==> config.mk <==
export PLATFORM = sky130hd
export DESIGN_NAME = rw_gen_top
export DESIGN_NICKNAME = d
export VERILOG_FILES = /design/src/rw_gen_pkg.sv /design/src/rw_gen_top.sv /design/src/rw_response_merge.sv /design/src/rw_pending_queue.sv /design/src/rw_address_stage.sv /design/src/rw_gen_control.sv
export VERILOG_INCLUDE_DIRS = /design/src /design/src/include
export SDC_FILE = /design/constraint.sdc
export NUM_CORES = 1
export LEC_CHECK = 0
export ABC_AREA = 1
export BUFFER_PORTS_ARGS = -buffer_cell sky130_fd_sc_hd__buf_4
export CAP_MARGIN = 0
export CELL_PAD_IN_SITES_DETAIL_PLACEMENT = 1
export CELL_PAD_IN_SITES_GLOBAL_PLACEMENT = 2
export CORE_UTILIZATION = 41
export CTS_CLUSTER_DIAMETER = 80
export CTS_CLUSTER_SIZE = 28
export DETAILED_ROUTE_END_ITERATION = 6
export PLACE_DENSITY_LB_ADDON = 0.1
export SYNTH_ARGS = -nofsm -noshare
export SYNTH_HDL_FRONTEND = slang
export SYNTH_SLANG_ARGS = --single-unit
==> constraint.sdc <==
create_clock -name ap_clk -period 4.4 [get_ports ap_clk]
set_input_delay 0.22 -clock ap_clk [delete_from_list [all_inputs] [get_ports ap_clk]]
set_output_delay 0.22 -clock ap_clk [all_outputs]
set_load 0.02 [all_outputs]
==> src/include/rw_gen_consts.svh <==
/*
  Widths and depths shared by the request generator RTL and its testbench.
  The pending queue depth must be a power of two. Senders keep the number
  of outstanding requests at or below it, since the queue has no overflow guard.
*/

`ifndef RW_GEN_CONSTS_SVH
`define RW_GEN_CONSTS_SVH

// Data and address paths
`define RW_DATA_W 32
`define RW_ADDR_W 32

// Engine packet fields
`define RW_INDEX_W 16
`define RW_SEQ_W 8

// Item count and outstanding counter
`define RW_COUNT_W 16

// Word shift applied to the index, 0 to 7
`define RW_SHIFT_W 3

// Pending queue entries
`define RW_QUEUE_DEPTH 16

`endif
==> src/rw_gen_pkg.sv <==
/*
  Types for the memory request generator.
  Field widths come from the constants header. All structs are packed so
  they can travel as single vectors next to their valid strobes.
*/

`include "rw_gen_consts.svh"

package rw_gen_pkg;

    typedef enum logic {
        RW_OP_READ  = 1'b0,
        RW_OP_WRITE = 1'b1
    } rw_opcode_e;

    typedef enum logic [1:0] {
        RW_IDLE  = 2'd0,
        RW_BUSY  = 2'd1,
        RW_DRAIN = 2'd2,
        RW_DONE  = 2'd3
    } rw_state_e;

    // Job description loaded by the configuration strobe
    typedef struct packed {
        rw_opcode_e              opcode;
        logic [`RW_ADDR_W-1:0]   base_addr;
        logic [`RW_SHIFT_W-1:0]  word_shift;
        logic [`RW_COUNT_W-1:0]  item_count;
    } rw_config_t;

    typedef struct packed {
        logic [`RW_SEQ_W-1:0]   seq_id;
        logic [`RW_INDEX_W-1:0] index;
        logic [`RW_DATA_W-1:0]  data;
    } engine_packet_t;

    // Also the pending queue entry
    typedef struct packed {
        rw_opcode_e            opcode;
        logic [`RW_ADDR_W-1:0] address;
        logic [`RW_DATA_W-1:0] data;
        logic [`RW_SEQ_W-1:0]  seq_id;
    } mem_request_t;

    typedef struct packed {
        logic [`RW_DATA_W-1:0] data;
    } mem_response_t;

    typedef struct packed {
        logic [`RW_SEQ_W-1:0]  seq_id;
        logic [`RW_DATA_W-1:0] data;
    } engine_response_t;

endpackage

==> src/rw_gen_top.sv <==
/*
  Memory read/write request generator for one engine.
  All transfers are single-cycle valid strobes with no back-pressure.
  Outstanding requests must stay within the pending queue depth.
*/

`timescale 1ns/1ps

module rw_gen_top (
    input  logic                         ap_clk,
    input  logic                         areset_generator,
    input  logic                         cfg_valid,
    input  rw_gen_pkg::rw_config_t       cfg,
    input  logic                         engine_valid,
    input  rw_gen_pkg::engine_packet_t   engine_in,
    input  logic                         mem_rsp_valid,
    input  rw_gen_pkg::mem_response_t    mem_rsp,
    output logic                         mem_req_valid,
    output rw_gen_pkg::mem_request_t     mem_req,
    output logic                         engine_rsp_valid,
    output rw_gen_pkg::engine_response_t engine_rsp,
    output logic                         busy,
    output logic                         done
);

    import rw_gen_pkg::*;

    rw_config_t   job;
    logic         accept;
    logic         pop;
    logic         empty;
    mem_request_t head;

    rw_gen_control control_i (
        .ap_clk           (ap_clk),
        .areset_generator (areset_generator),
        .cfg_valid        (cfg_valid),
        .cfg              (cfg),
        .engine_valid     (engine_valid),
        .mem_req_valid    (mem_req_valid),
        .engine_rsp_valid (engine_rsp_valid),
        .job              (job),
        .accept           (accept),
        .busy             (busy),
        .done             (done)
    );

    // ------------------------------
    // Request pipeline
    // ------------------------------
    rw_address_stage address_stage_i (
        .ap_clk           (ap_clk),
        .areset_generator (areset_generator),
        .accept           (accept),
        .engine_valid     (engine_valid),
        .engine_in        (engine_in),
        .job              (job),
        .mem_req_valid    (mem_req_valid),
        .mem_req          (mem_req)
    );

    rw_pending_queue pending_queue_i (
        .ap_clk           (ap_clk),
        .areset_generator (areset_generator),
        .push             (mem_req_valid),
        .push_entry       (mem_req),
        .pop              (pop),
        .head             (head),
        .empty            (empty)
    );

    rw_response_merge response_merge_i (
        .ap_clk           (ap_clk),
        .areset_generator (areset_generator),
        .mem_rsp_valid    (mem_rsp_valid),
        .mem_rsp          (mem_rsp),
        .head             (head),
        .empty            (empty),
        .pop              (pop),
        .engine_rsp_valid (engine_rsp_valid),
        .engine_rsp       (engine_rsp)
    );

endmodule

==> src/rw_response_merge.sv <==
/*
  Pairs each memory response with the oldest pending request.
  Responses are assumed to come back in issue order. A response that finds
  the queue empty is dropped.
*/

`timescale 1ns/1ps

module rw_response_merge (
    input  logic                         ap_clk,
    input  logic                         areset_generator,
    input  logic                         mem_rsp_valid,
    input  rw_gen_pkg::mem_response_t    mem_rsp,
    input  rw_gen_pkg::mem_request_t     head,
    input  logic                         empty,
    output logic                         pop,
    output logic                         engine_rsp_valid,
    output rw_gen_pkg::engine_response_t engine_rsp
);

    import rw_gen_pkg::*;

    assign pop = mem_rsp_valid && !empty;

    always_ff @(posedge ap_clk) begin
        if (areset_generator) begin
            engine_rsp_valid <= 1'b0;
        end else begin
            engine_rsp_valid <= pop;
        end
    end

    // Reads return memory data, writes echo what was written
    always_ff @(posedge ap_clk) begin
        if (pop) begin
            engine_rsp.seq_id <= head.seq_id;
            engine_rsp.data   <= (head.opcode == RW_OP_READ) ? mem_rsp.data : head.data;
        end
    end

endmodule

==> src/rw_pending_queue.sv <==
/*
  In-order queue of issued requests waiting for a memory response.
  Head shows the oldest entry in the same cycle. There is no full flag:
  a push into a full queue overwrites the oldest entry. Pop on empty is ignored.
*/

`timescale 1ns/1ps

`include "rw_gen_consts.svh"

module rw_pending_queue (
    input  logic                     ap_clk,
    input  logic                     areset_generator,
    input  logic                     push,
    input  rw_gen_pkg::mem_request_t push_entry,
    input  logic                     pop,
    output rw_gen_pkg::mem_request_t head,
    output logic                     empty
);

    import rw_gen_pkg::*;

    localparam int PTR_W = $clog2(`RW_QUEUE_DEPTH);

    mem_request_t     entries [`RW_QUEUE_DEPTH];
    logic [PTR_W:0]   wr_ptr;
    logic [PTR_W:0]   rd_ptr;
    logic             do_pop;

    // Extra pointer bit tells full from empty on wrap
    assign empty  = (wr_ptr == rd_ptr);
    assign do_pop = pop && !empty;
    assign head   = entries[rd_ptr[PTR_W-1:0]];

    // ------------------------------
    // Pointers
    // ------------------------------
    always_ff @(posedge ap_clk) begin
        if (areset_generator) begin
            wr_ptr <= '0;
            rd_ptr <= '0;
        end else begin
            if (push) begin
                wr_ptr <= wr_ptr + 1'b1;
            end
            if (do_pop) begin
                rd_ptr <= rd_ptr + 1'b1;
            end
        end
    end

    // Storage
    always_ff @(posedge ap_clk) begin
        if (push) begin
            entries[wr_ptr[PTR_W-1:0]] <= push_entry;
        end
    end

endmodule

==> src/rw_address_stage.sv <==
/*
  Address stage of the request pipeline.
  One accepted engine packet gives one memory request on the next cycle.
  The index is zero extended before the shift, and the address sum wraps.
*/

`timescale 1ns/1ps

`include "rw_gen_consts.svh"

module rw_address_stage (
    input  logic                       ap_clk,
    input  logic                       areset_generator,
    input  logic                       accept,
    input  logic                       engine_valid,
    input  rw_gen_pkg::engine_packet_t engine_in,
    input  rw_gen_pkg::rw_config_t     job,
    output logic                       mem_req_valid,
    output rw_gen_pkg::mem_request_t   mem_req
);

    logic                  take_item;
    logic [`RW_ADDR_W-1:0] index_ext;
    logic [`RW_ADDR_W-1:0] offset;

    assign take_item = engine_valid && accept;

    // Byte offset of the item from the job base
    assign index_ext = {{(`RW_ADDR_W - `RW_INDEX_W){1'b0}}, engine_in.index};
    assign offset    = index_ext << job.word_shift;

    // ------------------------------
    // Request register
    // ------------------------------
    always_ff @(posedge ap_clk) begin
        if (areset_generator) begin
            mem_req_valid <= 1'b0;
        end else begin
            mem_req_valid <= take_item;
        end
    end

    always_ff @(posedge ap_clk) begin
        if (take_item) begin
            mem_req.opcode  <= job.opcode;
            mem_req.address <= job.base_addr + offset;
            mem_req.data    <= engine_in.data;
            mem_req.seq_id  <= engine_in.seq_id;
        end
    end

endmodule

==> src/rw_gen_control.sv <==
/*
  Job control for the request generator.
  A configuration is taken only in idle. Done is a one-cycle strobe and busy
  drops in the same cycle. Item counts up to 2**RW_COUNT_W-1 are supported.
*/

`timescale 1ns/1ps

`include "rw_gen_consts.svh"

module rw_gen_control (
    input  logic                   ap_clk,
    input  logic                   areset_generator,
    input  logic                   cfg_valid,
    input  rw_gen_pkg::rw_config_t cfg,
    input  logic                   engine_valid,
    input  logic                   mem_req_valid,
    input  logic                   engine_rsp_valid,
    output rw_gen_pkg::rw_config_t job,
    output logic                   accept,
    output logic                   busy,
    output logic                   done
);

    import rw_gen_pkg::*;

    rw_state_e               state;
    rw_state_e               next_state;
    logic                    load_cfg;
    logic                    take_item;
    logic                    all_accepted;
    logic                    outstanding_zero;
    logic [`RW_COUNT_W-1:0]  accepted_count;
    logic [`RW_COUNT_W-1:0]  outstanding;

    assign load_cfg         = (state == RW_IDLE) && cfg_valid;
    assign all_accepted     = (accepted_count >= job.item_count);
    assign accept           = (state == RW_BUSY) && !all_accepted;
    assign take_item        = engine_valid && accept;
    assign outstanding_zero = (outstanding == '0);

    assign busy = (state == RW_BUSY) || (state == RW_DRAIN);
    assign done = (state == RW_DONE);

    // ------------------------------
    // State machine
    // ------------------------------
    always_ff @(posedge ap_clk) begin
        if (areset_generator) begin
            state <= RW_IDLE;
        end else begin
            state <= next_state;
        end
    end

    always_comb begin
        next_state = state;
        case (state)
            RW_IDLE: begin
                if (cfg_valid) begin
                    next_state = RW_BUSY;
                end
            end
            RW_BUSY: begin
                if (all_accepted) begin
                    next_state = RW_DRAIN;
                end
            end
            RW_DRAIN: begin
                // Last request must be counted before the zero check
                if (outstanding_zero && !mem_req_valid) begin
                    next_state = RW_DONE;
                end
            end
            default: begin
                next_state = RW_IDLE;
            end
        endcase
    end

    // Job held stable for the address stage until the next load
    always_ff @(posedge ap_clk) begin
        if (load_cfg) begin
            job <= cfg;
        end
    end

    // ------------------------------
    // Item and outstanding counters
    // ------------------------------
    always_ff @(posedge ap_clk) begin
        if (areset_generator) begin
            accepted_count <= '0;
            outstanding    <= '0;
        end else begin
            if (load_cfg) begin
                accepted_count <= '0;
            end else if (take_item) begin
                accepted_count <= accepted_count + 1'b1;
            end
            if (mem_req_valid && !engine_rsp_valid) begin
                outstanding <= outstanding + 1'b1;
            end else if (!mem_req_valid && engine_rsp_valid) begin
                outstanding <= outstanding - 1'b1;
            end
        end
    end

endmodule

==> metrics.txt <==
Area growth syn-to-layout=16.74%; CP Capture Type=register; grt ovf=0; Util after Layout=48.39%; Yosys cell types=37; IO Count=262; maxcap violations=0; Max-slew headroom=13.75%; ys flop type=edfxtp_1; post-synth top area cell=edfxtp_1; clock sink total=871; part of the Yosys area used for sequential elements=69.81%; most frequent cell after synthesis=edfxtp_1; fin nets=3603; Post-DRT Antenna Nets=0; Worst Max-Slew Pin Slew=1.294 ns; status=finished, violations left; Worst Skew=0.02705 ns; setup TNS=0 ns; Hold Path Depth=3; Vias/cell=5.564; Worst-Skew Late Latency=0.64 ns; setup slack, reg-to-reg=0.79 ns; layout cells sized above 1=12.40%; CTS root buffer=clkbuf_16; Die ar.=90830 um^2; initial antenna violation count=3; Syn Area/Cell=11.97 um^2; DR WL/cell=23.32 um; area of the multi-input gates=9868 um^2; Reg clk slew, reported paths=0.10 ns; Initial DRC Count=1701; Syn Std Cell Area=36750 um^2; synth cell count leaders=821 x edfxtp_1, 497 x nor2_1, 393 x nand2_1, 370 x o21ai_0, 174 x nand3_1; post-synthesis async set-or-reset flop share=0%; Initial Utilization=41.45%; Post-synth EDFFs=821; max incr delay on CP=0.76 ns; final hold viol count=0; CP Launch Type=register; YS warnings=0; VDD IR max=0.4061 mV; HP Class=in -> reg; Reg-to-Reg Start=control_i.job[16]; Reg area=25670 um^2; Setup WS pre-CTS=0.7729 ns; period utilization=81.97%; Tot GR Track Use=23.29%; Die Y=301.4 um; vias=25560; hold path start=mem_rsp[0]; first-pass GRT wire length=160900 um; Synthesized Nets=3281; CP Data Arrival Time=3.99 ns; most frequent CP cell=nand2_1; violated checks=design-rule violations; row count=109; H-tree depth=2; CP max FO=21; RSZ-0062 raised after global routing=false; synthesized flop and latch total=871; top cell type's share of synthesized area=67.09%; drt first pass iters=7; DRC=26; Hold EP=response_merge_i.engine_rsp[0]; DP HPWL=61730 um; fmax=0.2773 GHz; Synth Instances=3070; worst setup margin=0.7933 ns; core area=88650 um^2; CP Class=reg -> reg; clock buffer depth=3; reg2reg end=address_stage_i.mem_req[69]; static leakage=15.31 nW; vias in the first global route=26960; largest net degree at the start of global routing=133; final setup vio count=0; CTS tree=done; Final Max Tran Viols=0; Area contributors post-synth=edfxtp_1 67%, nor2_1 5.1%, o21ai_0 5.0%; R2R cell count=13; minimum clock period=3.607 ns; Die Wd=301.4 um; Critical Path RT=4.78 ns; # fillers=9279; power density cells=509.0 nW/um^2; RD Place Congestion=0.8236; Routed WL=107100 um; port buffer count=261; Slowest cell on crit path=edfxtp_1; TritonCTS Buffers=47; CP Cell Sequence=inv_1 -> nand2_1 -> nand2_1 -> o21ai_0 -> mux2i_1 -> ha_1 -> nand2_1 -> nor2_1 -> nand3_1 -> o21ai_0 -> nand2_1 -> nand3_1 -> nand2_1
-- layer usage --
layer  up-vias  part of all wire [%]  global-route usage (%)
li1      11740                     -                       -
met1     13130                    44                   31.09
met2       559                    50                   40.42
met3       122                   4.5                   2.702
met4         2                   2.2                   5.535
met5         -                0.0075                       0
-- flip-flops by register name (all words and copies together), names as in the netlist, named ones only --
signal	cells
control_i.state	2
control_i.outstanding	16
pending_queue_i.rd_ptr	5
response_merge_i.engine_rsp_valid	1
control_i.accepted_count	16
control_i.job	52
pending_queue_i.wr_ptr	5
pending_queue_i.entries	656
address_stage_i.mem_req_valid	1
address_stage_i.mem_req	73
response_merge_i.engine_rsp	40
-- final cells by class --
class | count | share of cell area (%)
Sequential cell | 871 | 59.83
Multi-Input combinational cell | 1894 | 23.00
Timing Repair Buffer | 438 | 8.581
Tap cell | 1165 | 3.398
Clock buffer | 49 | 2.809
Inverter | 140 | 1.254
Clock inverter | 35 | 1.114
Antenna cell | 2 | 0.01167
-- layout by cell type (no fill, tap or decap), types with 4 or more instances in the layout --
| master | Yosys | routed |
|---|---|---|
| edfxtp_1 | 821 | 821 |
| o21ai_1 | 17 | 17 |
| xor2_1 | 30 | 30 |
| a21o_1 | 5 | 5 |
| nand4_1 | 29 | 29 |
| o21bai_1 | 4 | 4 |
| xnor2_1 | 14 | 14 |
| nor2_4 | 0 | 16 |
| ha_1 | 64 | 64 |
| clkbuf_16 | 0 | 48 |
| inv_2 | 2 | 4 |
| a31oi_1 | 4 | 4 |
| o211ai_1 | 46 | 46 |
| o221ai_1 | 118 | 118 |
| nand3b_1 | 4 | 4 |
| clkinv_4 | 0 | 4 |
| dlygate4sd3_1 | 0 | 127 |
| o21ai_0 | 370 | 370 |
| nand2_1 | 393 | 392 |
| o22ai_1 | 10 | 10 |
| inv_8 | 0 | 7 |
| buf_12 | 0 | 6 |
| clkinv_1 | 2 | 4 |
| nor3_1 | 15 | 15 |
| mux2i_1 | 5 | 5 |
| inv_1 | 136 | 132 |
| dfxtp_1 | 50 | 46 |
| buf_4 | 11 | 305 |
| bufinv_16 | 0 | 4 |
| a21oi_1 | 79 | 79 |
| nand3_1 | 174 | 174 |
| nor2_1 | 497 | 481 |
| clkinvlp_4 | 0 | 4 |
-- critical path: cells and delay by family (launching register included) --
kind | cells | cell delay [ns]
AO/OA/AOI/OAI | 2 | 0.74
buffers and inverters | 1 | 0.36
multiplexers | 1 | 0.14
AND/OR/NAND/NOR | 8 | 0.98
adder cells (fa/ha/maj) | 1 | 0.38
flip-flops | 1 | 0.76
-- where the power goes --
part	switching (mW)	leakage (nW)	total [mW]	internal [mW]
Combinational	4.13	6.67	6.10	1.97
Clock	2.96	0.804	5.34	2.38
Sequential	0.520	7.83	10.4	9.87
Total	7.61	15.3	21.8	14.2
-- how the worst max path moves through the flow --
stage / endpoint / cells past startpoint / from / slack (ns)
after floorplan: address_stage_i.mem_req[0] / 12 / control_i.accepted_count[0] / 0.98
after global placement: address_stage_i.mem_req[69] / 13 / control_i.job[16] / 0.89
after detailed placement: address_stage_i.mem_req[69] / 13 / control_i.job[16] / 0.77
after CTS: address_stage_i.mem_req[69] / 13 / control_i.job[16] / 0.76
after global routing: address_stage_i.mem_req[61] / 13 / control_i.job[16] / 0.35
final: address_stage_i.mem_req[69] / 13 / control_i.job[16] / 0.79
-- cell families (layout without fill, tap and decap cells) --
kind of cell / Yosys count / after routing / synth area share [%]
xor+xnor: 44 / 44 / 1.049
buf+inv: 305 / 662 / 3.667
compound gates: 657 / 657 / 10.61
simple gates: 1122 / 1122 / 12.44
other cells: 0 / 2 / 0
fa+ha+maj: 66 / 66 / 2.288
mux: 5 / 5 / 0.1362
flops: 871 / 871 / 69.81
-- repair_timing --
item	in CTS	in global routing
endpoints found under the hold margin	147	0
hold buffers	127	0
setup buffers	0	0
resized for setup	0	0
-- stage by stage --
| stage | hold slack (ns) | instance area [um^2] | instances | power (mW) |
|---|---|---|---|---|
| 3_5_place_dp | 0.3993 | 39940 | 4381 | 16.64 |
| 3_3_place_gp | 0.3981 | 39940 | 4381 | 16.46 |
| 2_1_floorplan | 0.3189 | 36750 | 3070 | 14.50 |
| 6_report | 0.06565 | 42900 | 4594 | 21.84 |
| 4_1_cts | 0.02586 | 42890 | 4592 | 22.05 |
| 5_1_grt | 0.03538 | 42900 | 4594 | 23.02 |
(Power assumes the default switching activity.)
